`src/verilog/fm_pkg.sv`:
```
package fm_pkg;

	// slot address is {op, ch}
	parameter int SLOT_W = 5;
	parameter int NUM_SLOTS = 24;
	parameter int NUM_CH = 6;

	// tl dt1 mul ks ar am d1r d2r d1l rr ssg_en ssg_eg
	parameter int OPREG_W = 44;
	// latch(block, fnum hi) block fnum fb alg ams pms, rl travels on its own
	parameter int CHREG_W = 31;

	typedef enum logic [3:0] {
		FLD_NONE, FLD_KEYON, FLD_DT1_MUL, FLD_TL, FLD_KS_AR, FLD_AM_D1R, FLD_D2R,
		FLD_D1L_RR, FLD_SSG, FLD_FNUM_LO, FLD_BLOCK_FNHI, FLD_FB_ALG, FLD_LR_AMS_PMS
	} fm_field_e;

	typedef enum logic [1:0] {
		BUS_IDLE, BUS_WAIT, BUS_ACK
	} fm_bus_state_e;

	// modulator input selection of one operator
	typedef enum logic [2:0] {
		SRC_NONE, SRC_FB, SRC_PREV1, SRC_PREV2, SRC_PREVPREV1, SRC_PREV1_PREV2
	} fm_mod_src_e;

	// dense 0..23 index of a slot, channels 4..6 fold onto 3..5
	function automatic logic [4:0] slot_index(input logic [SLOT_W-1:0] slot);
		logic [2:0] ch_pos;
		ch_pos = slot[2] ? slot[2:0] - 3'd1 : slot[2:0];
		return {3'd0, slot[4:3]} * 5'd6 + {2'd0, ch_pos};
	endfunction

endpackage

```
`src/verilog/fm_slot_seq.sv`:
```
`timescale 1ns/1ps

module fm_slot_seq (
	input  logic clk,
	input  logic rst,
	input  logic clk_en,
	output logic [fm_pkg::SLOT_W-1:0] cur_slot,
	output logic [fm_pkg::SLOT_W-1:0] next_slot,
	output logic zero,
	output logic pos_s1,
	output logic pos_s2,
	output logic pos_s3,
	output logic pos_s4
);

	logic [1:0] cur_op;
	logic [1:0] next_op;
	logic [2:0] cur_ch;
	logic [2:0] next_ch;

	// channels run 0 1 2 4 5 6, operator steps after channel 6
	always_comb begin
		next_op = (cur_ch == 3'd6) ? cur_op + 2'd1 : cur_op;
		next_ch = (cur_ch[1:0] == 2'd2) ? cur_ch + 3'd2 : cur_ch + 3'd1;
	end

	always_ff @(posedge clk) begin
		if (rst) begin
			cur_op <= 2'd0;
			cur_ch <= 3'd0;
			zero <= 1'b1;
		end else if (clk_en) begin
			cur_op <= next_op;
			cur_ch <= next_ch;
			zero <= ({next_op, next_ch} == '0);
		end
	end

	assign cur_slot = {cur_op, cur_ch};
	assign next_slot = {next_op, next_ch};

	// operator index 0 1 2 3 is S1 S3 S2 S4
	assign pos_s1 = (cur_op == 2'd0);
	assign pos_s3 = (cur_op == 2'd1);
	assign pos_s2 = (cur_op == 2'd2);
	assign pos_s4 = (cur_op == 2'd3);

endmodule

```
`src/verilog/fm_op_ram.sv`:
```
`timescale 1ns/1ps

module fm_op_ram #(
	parameter int OPREG_W = 44
) (
	input  logic clk,
	input  logic [fm_pkg::SLOT_W-1:0] wr_addr,
	input  logic [fm_pkg::SLOT_W-1:0] rd_addr,
	input  logic [OPREG_W-1:0] data,
	output logic [OPREG_W-1:0] q
);

	// one word per operator slot, power-up contents are zero
	logic [OPREG_W-1:0] mem [fm_pkg::NUM_SLOTS] = '{default: '0};
	logic [OPREG_W-1:0] q_r = '0;

	always_ff @(posedge clk) begin
		mem[fm_pkg::slot_index(wr_addr)] <= data;
		q_r <= mem[fm_pkg::slot_index(rd_addr)];
	end

	assign q = q_r;

endmodule

```
`src/verilog/fm_ch_shift.sv`:
```
`timescale 1ns/1ps

module fm_ch_shift #(
	parameter int width = 1,
	parameter int stages = 2
) (
	input  logic clk,
	input  logic clk_en,
	input  logic [width-1:0] din,
	output logic [width-1:0] drop
);

	logic [width-1:0] bank [stages] = '{default: '0};

	// one stage per slot, so a word comes back when its channel is current
	always_ff @(posedge clk) begin
		if (clk_en) begin
			bank[0] <= din;
			for (int i = 1; i < stages; i++)
				bank[i] <= bank[i-1];
		end
	end

	assign drop = bank[stages-1];

endmodule

```
`src/verilog/fm_keyon.sv`:
```
`timescale 1ns/1ps

module fm_keyon (
	input  logic clk,
	input  logic rst,
	input  logic clk_en,
	input  logic [fm_pkg::SLOT_W-1:0] cur_slot,
	input  logic [3:0] kon_mask,
	input  logic [2:0] kon_ch,
	input  logic kon_active,
	output logic keyon
);

	logic [fm_pkg::NUM_SLOTS-1:0] kon_bits;
	logic [4:0] idx;
	logic mask_bit;

	assign idx = fm_pkg::slot_index(cur_slot);

	// mask bits are S1 S2 S3 S4 while op index runs S1 S3 S2 S4
	always_comb begin
		case (cur_slot[4:3])
			2'd0: mask_bit = kon_mask[0];
			2'd1: mask_bit = kon_mask[2];
			2'd2: mask_bit = kon_mask[1];
			default: mask_bit = kon_mask[3];
		endcase
	end

	always_ff @(posedge clk) begin
		if (rst)
			kon_bits <= '0;
		else if (clk_en && kon_active && cur_slot[2:0] == kon_ch)
			kon_bits[idx] <= mask_bit;
	end

	assign keyon = kon_bits[idx];

endmodule

```
`src/verilog/fm_mod_route.sv`:
```
`timescale 1ns/1ps

module fm_mod_route (
	input  logic [2:0] alg,
	input  logic pos_s1,
	input  logic pos_s2,
	input  logic pos_s3,
	input  logic pos_s4,
	output fm_pkg::fm_mod_src_e mod_src,
	output logic carrier
);

	// connection table of the eight algorithms
	always_comb begin
		mod_src = fm_pkg::SRC_NONE;
		carrier = 1'b0;
		if (pos_s1) begin
			mod_src = fm_pkg::SRC_FB;
			carrier = (alg == 3'd7);
		end else if (pos_s3) begin
			mod_src = (alg <= 3'd3) ? fm_pkg::SRC_PREV1 : fm_pkg::SRC_NONE;
			carrier = (alg >= 3'd5);
		end else if (pos_s2) begin
			case (alg)
				3'd1: mod_src = fm_pkg::SRC_PREV1_PREV2;
				3'd5: mod_src = fm_pkg::SRC_PREVPREV1;
				3'd6, 3'd7: mod_src = fm_pkg::SRC_NONE;
				default: mod_src = fm_pkg::SRC_PREV1;
			endcase
			carrier = (alg >= 3'd4);
		end else if (pos_s4) begin
			case (alg)
				3'd2, 3'd3: mod_src = fm_pkg::SRC_PREV1_PREV2;
				3'd7: mod_src = fm_pkg::SRC_NONE;
				default: mod_src = fm_pkg::SRC_PREV1;
			endcase
			// S4 is the output in every algorithm
			carrier = 1'b1;
		end
	end

endmodule

```
`src/verilog/fm_regs.sv`:
```
`timescale 1ns/1ps

module fm_regs #(
	parameter int OPREG_W = 44,
	parameter int CHREG_W = 31
) (
	input  logic clk,
	input  logic rst,
	input  logic clk_en,
	input  logic req,
	input  fm_pkg::fm_field_e field,
	input  logic [2:0] wr_ch,
	input  logic [1:0] wr_op,
	input  logic [7:0] wr_data,
	output logic done,
	output logic busy,
	output logic [6:0] tl,
	output logic [2:0] dt1,
	output logic [3:0] mul,
	output logic [1:0] ks,
	output logic [4:0] ar,
	output logic am_en,
	output logic [4:0] d1r,
	output logic [4:0] d2r,
	output logic [3:0] d1l,
	output logic [3:0] rr,
	output logic ssg_en,
	output logic [2:0] ssg_eg,
	output logic [10:0] fnum,
	output logic [2:0] block,
	output logic [2:0] fb,
	output logic [2:0] alg,
	output logic [1:0] rl,
	output logic [1:0] ams,
	output logic [2:0] pms,
	output logic zero,
	output logic keyon,
	output fm_pkg::fm_mod_src_e mod_src,
	output logic carrier
);

	logic [fm_pkg::SLOT_W-1:0] cur_slot;
	logic [fm_pkg::SLOT_W-1:0] next_slot;
	logic [fm_pkg::SLOT_W-1:0] rd_slot;
	logic pos_s1, pos_s2, pos_s3, pos_s4;
	logic [OPREG_W-1:0] op_q;
	logic [OPREG_W-1:0] op_d;
	logic [CHREG_W-1:0] ch_q;
	logic [CHREG_W-1:0] ch_d;
	logic [2:0] lat_blk;
	logic [2:0] lat_fnh;
	logic [1:0] rl_d;
	logic [1:0] rl_inv;
	logic op_match, ch_match, hit;
	logic kon_active, kon_last;
	logic [4:0] kon_cnt;

	fm_slot_seq u_seq (
		.clk(clk), .rst(rst), .clk_en(clk_en),
		.cur_slot(cur_slot), .next_slot(next_slot), .zero(zero),
		.pos_s1(pos_s1), .pos_s2(pos_s2), .pos_s3(pos_s3), .pos_s4(pos_s4)
	);

	assign op_match = clk_en && req && cur_slot == {wr_op, wr_ch};
	assign ch_match = clk_en && req && cur_slot[2:0] == wr_ch;

	// a pending write lands on its own slot or its own channel
	always_comb begin
		case (field)
			fm_pkg::FLD_NONE, fm_pkg::FLD_KEYON: hit = 1'b0;
			fm_pkg::FLD_FNUM_LO, fm_pkg::FLD_BLOCK_FNHI,
			fm_pkg::FLD_FB_ALG, fm_pkg::FLD_LR_AMS_PMS: hit = ch_match;
			default: hit = op_match;
		endcase
	end

	// key-on stays active for a whole frame so all four operators see it
	assign kon_active = req && field == fm_pkg::FLD_KEYON;
	assign kon_last = kon_active && clk_en && kon_cnt == 5'(fm_pkg::NUM_SLOTS - 1);
	assign done = hit || kon_last;

	always_ff @(posedge clk) begin
		if (rst || !kon_active)
			kon_cnt <= '0;
		else if (clk_en)
			kon_cnt <= kon_cnt + 5'd1;
	end

	always_ff @(posedge clk) begin
		if (rst)
			busy <= 1'b0;
		else
			busy <= req && !done;
	end

	// hold the current slot while the sequencer is stalled
	assign rd_slot = clk_en ? next_slot : cur_slot;

	fm_op_ram #(.OPREG_W(OPREG_W)) u_op_ram (
		.clk(clk), .wr_addr(cur_slot), .rd_addr(rd_slot), .data(op_d), .q(op_q)
	);

	assign {tl, dt1, mul, ks, ar, am_en, d1r, d2r, d1l, rr, ssg_en, ssg_eg} = op_q;

	assign op_d = {
		(hit && field == fm_pkg::FLD_TL) ? wr_data[6:0] : tl,
		(hit && field == fm_pkg::FLD_DT1_MUL) ? wr_data[6:4] : dt1,
		(hit && field == fm_pkg::FLD_DT1_MUL) ? wr_data[3:0] : mul,
		(hit && field == fm_pkg::FLD_KS_AR) ? wr_data[7:6] : ks,
		(hit && field == fm_pkg::FLD_KS_AR) ? wr_data[4:0] : ar,
		(hit && field == fm_pkg::FLD_AM_D1R) ? wr_data[7] : am_en,
		(hit && field == fm_pkg::FLD_AM_D1R) ? wr_data[4:0] : d1r,
		(hit && field == fm_pkg::FLD_D2R) ? wr_data[4:0] : d2r,
		(hit && field == fm_pkg::FLD_D1L_RR) ? wr_data[7:4] : d1l,
		(hit && field == fm_pkg::FLD_D1L_RR) ? wr_data[3:0] : rr,
		(hit && field == fm_pkg::FLD_SSG) ? wr_data[3:0] : {ssg_en, ssg_eg}
	};

	fm_ch_shift #(.width(CHREG_W), .stages(fm_pkg::NUM_CH)) u_ch_shift (
		.clk(clk), .clk_en(clk_en), .din(ch_d), .drop(ch_q)
	);

	assign {lat_blk, lat_fnh, block, fnum, fb, alg, ams, pms} = ch_q;

	// block and fnum high wait in the latch until the fnum low byte arrives
	assign ch_d = {
		(hit && field == fm_pkg::FLD_BLOCK_FNHI) ? wr_data[5:0] : {lat_blk, lat_fnh},
		(hit && field == fm_pkg::FLD_FNUM_LO) ? {lat_blk, lat_fnh, wr_data} : {block, fnum},
		(hit && field == fm_pkg::FLD_FB_ALG) ? wr_data[5:0] : {fb, alg},
		(hit && field == fm_pkg::FLD_LR_AMS_PMS) ? {wr_data[5:4], wr_data[2:0]} : {ams, pms}
	};

	// rl is stored inverted so the cleared shift register reads both speakers on
	assign rl_d = (hit && field == fm_pkg::FLD_LR_AMS_PMS) ? wr_data[7:6] : rl;
	assign rl = ~rl_inv;

	fm_ch_shift #(.width(2), .stages(fm_pkg::NUM_CH)) u_rl_shift (
		.clk(clk), .clk_en(clk_en), .din(~rl_d), .drop(rl_inv)
	);

	fm_keyon u_keyon (
		.clk(clk), .rst(rst), .clk_en(clk_en), .cur_slot(cur_slot),
		.kon_mask(wr_data[7:4]), .kon_ch(wr_data[2:0]), .kon_active(kon_active),
		.keyon(keyon)
	);

	fm_mod_route u_route (
		.alg(alg), .pos_s1(pos_s1), .pos_s2(pos_s2), .pos_s3(pos_s3), .pos_s4(pos_s4),
		.mod_src(mod_src), .carrier(carrier)
	);

endmodule

```
`src/verilog/fm_bus_if.sv`:
```
`timescale 1ns/1ps

module fm_bus_if (
	input  logic clk,
	input  logic rst,
	input  logic cyc,
	input  logic stb,
	input  logic we,
	input  logic [8:0] adr,
	input  logic [7:0] dat_w,
	output logic [7:0] dat_r,
	output logic ack,
	output logic req,
	output fm_pkg::fm_field_e field,
	output logic [2:0] wr_ch,
	output logic [1:0] wr_op,
	output logic [7:0] wr_data,
	input  logic done,
	input  logic busy
);

	fm_pkg::fm_bus_state_e state;
	fm_pkg::fm_field_e dec_field;

	// register map decode, adr[8] picks channels 4..6
	always_comb begin
		dec_field = fm_pkg::FLD_NONE;
		if (adr[7:0] == 8'h28) begin
			dec_field = fm_pkg::FLD_KEYON;
		end else if (adr[1:0] != 2'd3) begin
			case (adr[7:4])
				4'h3: dec_field = fm_pkg::FLD_DT1_MUL;
				4'h4: dec_field = fm_pkg::FLD_TL;
				4'h5: dec_field = fm_pkg::FLD_KS_AR;
				4'h6: dec_field = fm_pkg::FLD_AM_D1R;
				4'h7: dec_field = fm_pkg::FLD_D2R;
				4'h8: dec_field = fm_pkg::FLD_D1L_RR;
				4'h9: dec_field = fm_pkg::FLD_SSG;
				4'hA: begin
					if (!adr[3])
						dec_field = adr[2] ? fm_pkg::FLD_BLOCK_FNHI : fm_pkg::FLD_FNUM_LO;
				end
				4'hB: begin
					if (!adr[3])
						dec_field = adr[2] ? fm_pkg::FLD_LR_AMS_PMS : fm_pkg::FLD_FB_ALG;
				end
				default: dec_field = fm_pkg::FLD_NONE;
			endcase
		end
	end

	// reads and unmapped writes pass through WAIT without a request
	always_ff @(posedge clk) begin
		if (rst) begin
			state <= fm_pkg::BUS_IDLE;
			req <= 1'b0;
			field <= fm_pkg::FLD_NONE;
		end else begin
			case (state)
				fm_pkg::BUS_IDLE: begin
					if (cyc && stb) begin
						state <= fm_pkg::BUS_WAIT;
						req <= we && dec_field != fm_pkg::FLD_NONE;
						field <= dec_field;
					end
				end
				fm_pkg::BUS_WAIT: begin
					if (!req || done) begin
						state <= fm_pkg::BUS_ACK;
						req <= 1'b0;
					end
				end
				default: state <= fm_pkg::BUS_IDLE;
			endcase
		end
	end

	always_ff @(posedge clk) begin
		if (state == fm_pkg::BUS_IDLE && cyc && stb) begin
			wr_ch <= {adr[8], adr[1:0]};
			wr_op <= adr[3:2];
			wr_data <= dat_w;
		end
	end

	assign ack = (state == fm_pkg::BUS_ACK);
	assign dat_r = {busy, 7'd0};

endmodule

```
`src/verilog/fm_core_top.sv`:
```
`timescale 1ns/1ps

module fm_core_top #(
	parameter int OPREG_W = fm_pkg::OPREG_W,
	parameter int CHREG_W = fm_pkg::CHREG_W
) (
	input  logic clk,
	input  logic rst,
	input  logic clk_en,
	input  logic cyc,
	input  logic stb,
	input  logic we,
	input  logic [8:0] adr,
	input  logic [7:0] dat_w,
	output logic [7:0] dat_r,
	output logic ack,
	output logic [6:0] tl,
	output logic [2:0] dt1,
	output logic [3:0] mul,
	output logic [1:0] ks,
	output logic [4:0] ar,
	output logic am_en,
	output logic [4:0] d1r,
	output logic [4:0] d2r,
	output logic [3:0] d1l,
	output logic [3:0] rr,
	output logic ssg_en,
	output logic [2:0] ssg_eg,
	output logic [10:0] fnum,
	output logic [2:0] block,
	output logic [2:0] fb,
	output logic [2:0] alg,
	output logic [1:0] rl,
	output logic [1:0] ams,
	output logic [2:0] pms,
	output logic zero,
	output logic keyon,
	output fm_pkg::fm_mod_src_e mod_src,
	output logic carrier
);

	logic req, done, busy;
	fm_pkg::fm_field_e field;
	logic [2:0] wr_ch;
	logic [1:0] wr_op;
	logic [7:0] wr_data;

	fm_bus_if u_bus (
		.clk(clk), .rst(rst), .cyc(cyc), .stb(stb), .we(we), .adr(adr),
		.dat_w(dat_w), .dat_r(dat_r), .ack(ack),
		.req(req), .field(field), .wr_ch(wr_ch), .wr_op(wr_op), .wr_data(wr_data),
		.done(done), .busy(busy)
	);

	fm_regs #(.OPREG_W(OPREG_W), .CHREG_W(CHREG_W)) u_regs (
		.clk(clk), .rst(rst), .clk_en(clk_en),
		.req(req), .field(field), .wr_ch(wr_ch), .wr_op(wr_op), .wr_data(wr_data),
		.done(done), .busy(busy),
		.tl(tl), .dt1(dt1), .mul(mul), .ks(ks), .ar(ar), .am_en(am_en),
		.d1r(d1r), .d2r(d2r), .d1l(d1l), .rr(rr), .ssg_en(ssg_en), .ssg_eg(ssg_eg),
		.fnum(fnum), .block(block), .fb(fb), .alg(alg), .rl(rl), .ams(ams), .pms(pms),
		.zero(zero), .keyon(keyon), .mod_src(mod_src), .carrier(carrier)
	);

endmodule

```
`config.mk`:
```
export PLATFORM = sky130hd
export DESIGN_NAME = fm_core_top
export DESIGN_NICKNAME = d
export VERILOG_FILES = /design/src/verilog/fm_pkg.sv /design/src/verilog/fm_slot_seq.sv /design/src/verilog/fm_op_ram.sv /design/src/verilog/fm_ch_shift.sv /design/src/verilog/fm_keyon.sv /design/src/verilog/fm_mod_route.sv /design/src/verilog/fm_regs.sv /design/src/verilog/fm_bus_if.sv /design/src/verilog/fm_core_top.sv
export SDC_FILE = /design/constraint.sdc
export NUM_CORES = 1
export LEC_CHECK = 0
export CAP_MARGIN = 20
export CORE_MARGIN = 5
export CORE_UTILIZATION = 60
export CTS_BUF_LIST = sky130_fd_sc_hd__clkbuf_8
export DETAILED_ROUTE_END_ITERATION = 7
export DONT_BUFFER_PORTS = 1
export PLACE_DENSITY = 0.86
export SLEW_MARGIN = 25
export SYNTH_ARGS = -nofsm -noshare
export SYNTH_HDL_FRONTEND = slang
export SYNTH_HIERARCHICAL = 1
export SYNTH_SLANG_ARGS = --single-unit
```
`constraint.sdc`:
```
create_clock -name clk -period 7.34 [get_ports clk]
set_input_delay 0.367 -clock clk [delete_from_list [all_inputs] [get_ports clk]]
set_output_delay 0.367 -clock clk [all_outputs]
set_load 0.1 [all_outputs]
```
==> impl_summary.md <==
Floorplanning
The initial standard-cell utilization of the core is 60.3%. The number of I/O pins is 109. The width of the chip is 305 um. The area enclosed by the die boundary is 93,100 um2. After floorplanning, the core was sized to cover 86,600 um2. In this run the vertical extent of the chip is 305 um.

The row count is 108.

Worst setup path
The kind of critical path is reg2reg. The signal on the critical path passes through inv_1 > ha_1 > mux2_2 > mux2_2 > ha_1 > fa_4 > buf_4 > nor2b_4 > buf_12 > nand3_1 > a41oi_1 > a221oi_1. The cell type group with the largest total delay on the critical path is adder cells. Together, buffers and inverters on the worst path number 3.

The capturing element type of the critical path is a register. The worst path arrival time is 5.85 ns. Along the worst path, the maximum fanout reaches 132. The data required time of the critical path is 7.99 ns. The slowest cell on the critical path is sky130_fd_sc_hd__fa_4. STA classifies the critical path startpoint as a register. For this run, the slowest stage of the critical path takes 0.82 ns.

Timing
Setup violations remaining at the end of the flow were counted as 0. Setup repair after global routing left no endpoint under its margin. The portion of the clock cycle consumed by the worst path in the final layout is 70.8%. On the final layout, the worst clock skew is 0.0702 ns. Headroom to the max-slew limit came out at 23.3%. After routing, the total negative slack on setup checks comes to 0 ns. The pin slew with the least headroom to its limit is 1.15 ns. The max-slew violation total from the final report is 0.

The count of final hold-check violations is 0. Subtracting the final worst setup slack from the clock period gives 5.20 ns. The maximum clock frequency is 192 MHz.

Global route
The total grt overflow is 0. Entering global routing, the biggest net connects 210 pins. The number of global-route vias before repair came to 30,901.

The global-route wire length before repair is 190,000 um. The initial antenna violation count is 9. The overall fraction of global-route tracks in use is 27.2%.

Power and ir drop
The maximum ir drop on the vdd rail is 0.189 mV. The proportion of total power due to net switching is 29.5%. The combinational share of power is 12.7%. In this run the static leakage power is 19.8 nW. The analysis attributes to net switching a power of 5.43 mW. The sequential power share is 57.0%. The total power per unit cell area is 318 nW/um2. Internal power comes to 13.0 mW. The share of power burned in the clock network is 30.3%.

Drt
The per-cell routed wire length is 26.3 um. In the routed layout, each cell is associated on average with a via count of 6.42. The residual DRC count is 2. The detailed router's first-iteration violation count is 4,407. The remaining antenna violation count is 0.

The via count is 31,702. For this run, the detailed router's first-pass iteration total came to 8. The final layout contains routed wiring with a total length of 130,000 um.

Yosys
The share of cell area taken by muxes after synthesis is 4.92%. Summing the areas of all fa, ha and maj instances in the mapped netlist gives 0.642% of the synthesized area. The leading register cell type out of synthesis is sky130_fd_sc_hd__edfxtp_1.

Summing the areas of all and, or, nand and nor instances in the mapped netlist gives 12.8% of the synthesized area. The number of flip-flops and latches in the synthesized netlist is 1,354. The compound-cell area share of the yosys netlist is 3.07%. Counting every instance in the synthesized netlist gives 3,521. Dividing the synthesized area by the synthesized cell count gives 14.8 um2.

The count of yosys warnings during synthesis is 6. Counting flops with an async set or reset pin after synthesis yields a share of 0%. The number of library cell types mapped by synthesis is 84. The count of flip-flops with a built-in enable after synthesis is 1,267. The cell area that synthesis handed to floorplanning was 52,300 um2. After Yosys synthesis, XOR and XNOR cells account for 0.498% of the synthesized area. Of the synthesized area, sequential elements account for 76.1%. The combinational family with the most area after synthesis is simple AND/OR/NAND/NOR gates.

Clock tree
TritonCTS built the clock tree. The clock net in this run drives a total of 1,354 sinks. The clock-pin slew on the worst setup and hold paths is 0.08 ns. The tree is rooted in a sky130_fd_sc_hd__clkbuf_8. TritonCTS created 193 clock buffers.

The H-tree was split into 4 levels. The buffer depth of the longest clock path is 3. The number of gates given a new drive strength after cts is 0.

The clock reaches the later pin of the worst-skew pair after 0.87 ns.

Hold path
The min-delay analysis places its worst path in the category in2reg.

Status
The run finished, with violations left. The final reports fail on DRC.

Cells and area
At the end of the flow, the number of nets in the layout was 3,669. The finished layout holds 4,936 standard cells, fillers aside. The area growth from synthesis to layout is 10.8%. The ratio of cells with drive above 1 in the final layout is 13.4%.

Placement
Summed over all nets, the half-perimeter wirelength after detailed placement is 66,900 um. Routability-driven placement finished with a final weighted congestion of 0.817. Counting tap cells, the placed design contains a total of 4,546 instances. Port buffering added 0 buffers.

Flow run
The tool flagged a number of max-cap violations equal to 0.
-- power by group through the flow --
stage                     Clock (mW)  Combinational, mW  Sequential [mW]
after floorplan                    0               1.53             10.6
after global placement             0               2.11             10.6
after detailed placement           0               2.23             10.6
after CTS                       5.63               2.29             10.5
after global routing            6.02               2.53             10.5
final                           5.57               2.34             10.5
-- cell type report --
cell class / instances / area, um2
Tap cell: 1155 / 1450
Sequential cell: 1354 / 39800
Antenna cell: 6 / 15.0
Clock buffer: 210 / 2890
Clock inverter: 139 / 753
Multi-Input combinational cell: 1946 / 11800
Fill cell: 5149 / 28700
Timing Repair Buffer: 100 / 1120
Inverter: 26 / 97.6
-- flip-flops by register name (all words and copies together), names as in the netlist --
signal	flops
u_bus/field	4
u_bus/req	1
u_bus/state	2
u_bus/wr_ch	3
u_bus/wr_data	8
u_bus/wr_op	2
u_regs/busy	1
u_regs/kon_cnt	5
u_regs/u_ch_shift/bank	186
u_regs/u_keyon/kon_bits	24
u_regs/u_op_ram/mem	1056
u_regs/u_op_ram/q	44
u_regs/u_rl_shift/bank	12
u_regs/u_seq/cur_ch	3
u_regs/u_seq/cur_op	2
u_regs/u_seq/zero	1
-- cell usage in the layout, fill, tap and decap left out, types with 5 or more instances in the layout --
cell type,instances
sky130_fd_sc_hd__edfxtp_1,1267
sky130_fd_sc_hd__nand2_1,865
sky130_fd_sc_hd__nand3_1,384
sky130_fd_sc_hd__clkbuf_8,210
sky130_fd_sc_hd__inv_1,95
sky130_fd_sc_hd__nand4_1,93
sky130_fd_sc_hd__mux2_2,73
sky130_fd_sc_hd__dfxtp_1,71
sky130_fd_sc_hd__mux2i_1,64
sky130_fd_sc_hd__buf_4,49
sky130_fd_sc_hd__clkinv_1,41
sky130_fd_sc_hd__a32oi_1,40
sky130_fd_sc_hd__mux4_2,37
sky130_fd_sc_hd__o2111ai_1,37
sky130_fd_sc_hd__o211ai_1,37
sky130_fd_sc_hd__dlygate4sd3_1,29
sky130_fd_sc_hd__nor2_1,28
sky130_fd_sc_hd__nor2_4,28
sky130_fd_sc_hd__nor2b_1,22
sky130_fd_sc_hd__ha_1,22
sky130_fd_sc_hd__nand2b_1,21
sky130_fd_sc_hd__o21ai_0,20
sky130_fd_sc_hd__dfxtp_2,16
sky130_fd_sc_hd__o31ai_1,13
sky130_fd_sc_hd__xnor2_1,13
sky130_fd_sc_hd__clkinv_2,12
sky130_fd_sc_hd__a21oi_1,12
sky130_fd_sc_hd__xor2_1,11
sky130_fd_sc_hd__buf_12,10
sky130_fd_sc_hd__a221oi_1,8
sky130_fd_sc_hd__mux2_4,8
sky130_fd_sc_hd__buf_16,7
sky130_fd_sc_hd__conb_1,7
sky130_fd_sc_hd__diode_2,6
sky130_fd_sc_hd__bufinv_16,6
sky130_fd_sc_hd__mux4_1,6
sky130_fd_sc_hd__and2_1,5
sky130_fd_sc_hd__nand4_2,5
-- timing repair --
action / in CTS / in global routing
hold buffers: 31 / 0
endpoints found under the hold margin: 254 / 0
buffers inserted: 0 / 0
-- through the flow --
| stage | setup WS, ns | power, mW | util, % | hold WS, ns | cell area, um2 |
|---|---|---|---|---|---|
| after global placement | 2.44 | 12.7 | 61.9 | 0.400 | 53600 |
| after floorplan | 2.69 | 12.1 | - | 0.400 | 52300 |
| after detailed placement | 2.24 | 12.9 | 62.1 | 0.405 | 53800 |
| after CTS | 2.20 | 18.4 | 66.7 | 0.0600 | 57800 |
| final | 2.14 | 18.4 | 66.8 | 0.0638 | 57900 |
| after global routing | 1.98 | 19.0 | 66.8 | 0.115 | 57900 |
-- final timing paths --
check,from,to,slack (ns),cells past startpoint
hold / removal,clk_en,u_regs/u_ch_shift/bank[5][7],0.06,1
setup reg to reg,u_regs/u_seq/cur_op[0],u_regs/u_op_ram/q[27],2.14,12
setup / recovery,u_regs/u_seq/cur_op[0],u_regs/u_op_ram/q[27],2.14,12
hold reg to reg,u_regs/u_ch_shift/bank[1][5],u_regs/u_ch_shift/bank[2][5],0.39,0
-- cells by family (layout without fill, tap and decap cells) --
group,count (synthesis),count (layout)
other,1,13
XOR/XNOR,28,28
multiplexers,188,188
buffers and inverters,227,475
AND/OR/NAND/NOR,1493,1493
AO/OA/AOI/OAI,205,205
adder cells (fa/ha/maj),25,25
flip-flops,1354,1354
-- routing by layer --
metal  track usage [%]  share of wire (%)  vias to the layer above
met5                 0              0.021                        -
met4              12.3                5.1                        4
met3              7.22                 13                      492
met2              44.6                 48                     2473
met1              34.8                 33                    15319
li1                  -                  -                    13414
-- synthesized netlist by cell type (all sizes together), types with 5 or more instances --
master | number | area (um2)
a32oi | 40 | 350
nor2 | 57 | 231
edfxtp | 1267 | 38000
nand2 | 865 | 3250
mux4 | 43 | 991
inv | 26 | 97.6
ha | 22 | 275
nand2b | 21 | 131
buf | 89 | 483
a31oi | 5 | 31.3
xnor2 | 15 | 139
clkbuf | 112 | 440
a221oi | 8 | 70.1
dfxtp | 87 | 1740
o31ai | 13 | 97.6
nand4 | 98 | 644
o211ai | 37 | 278
a21oi | 13 | 68.8
mux2i | 64 | 641
xor2 | 13 | 121
nand3 | 385 | 1940
o2111ai | 37 | 324
and2 | 6 | 37.5
mux2 | 81 | 942
nor2b | 24 | 150
and4 | 5 | 46.3
o21ai | 21 | 109
-- worst register-to-register path: stages, from the launching register on --
cell                       delay [ns]
sky130_fd_sc_hd__dfxtp_1         0.62
sky130_fd_sc_hd__inv_1           0.23
sky130_fd_sc_hd__ha_1            0.38
sky130_fd_sc_hd__mux2_2          0.27
sky130_fd_sc_hd__mux2_2          0.29
sky130_fd_sc_hd__ha_1            0.32
sky130_fd_sc_hd__fa_4            0.82
sky130_fd_sc_hd__buf_4           0.65
sky130_fd_sc_hd__nor2b_4         0.31
sky130_fd_sc_hd__buf_12          0.54
sky130_fd_sc_hd__nand3_1         0.20
sky130_fd_sc_hd__a41oi_1         0.29
sky130_fd_sc_hd__a221oi_1        0.09
Note: power is estimated with default switching activity, not from simulation.
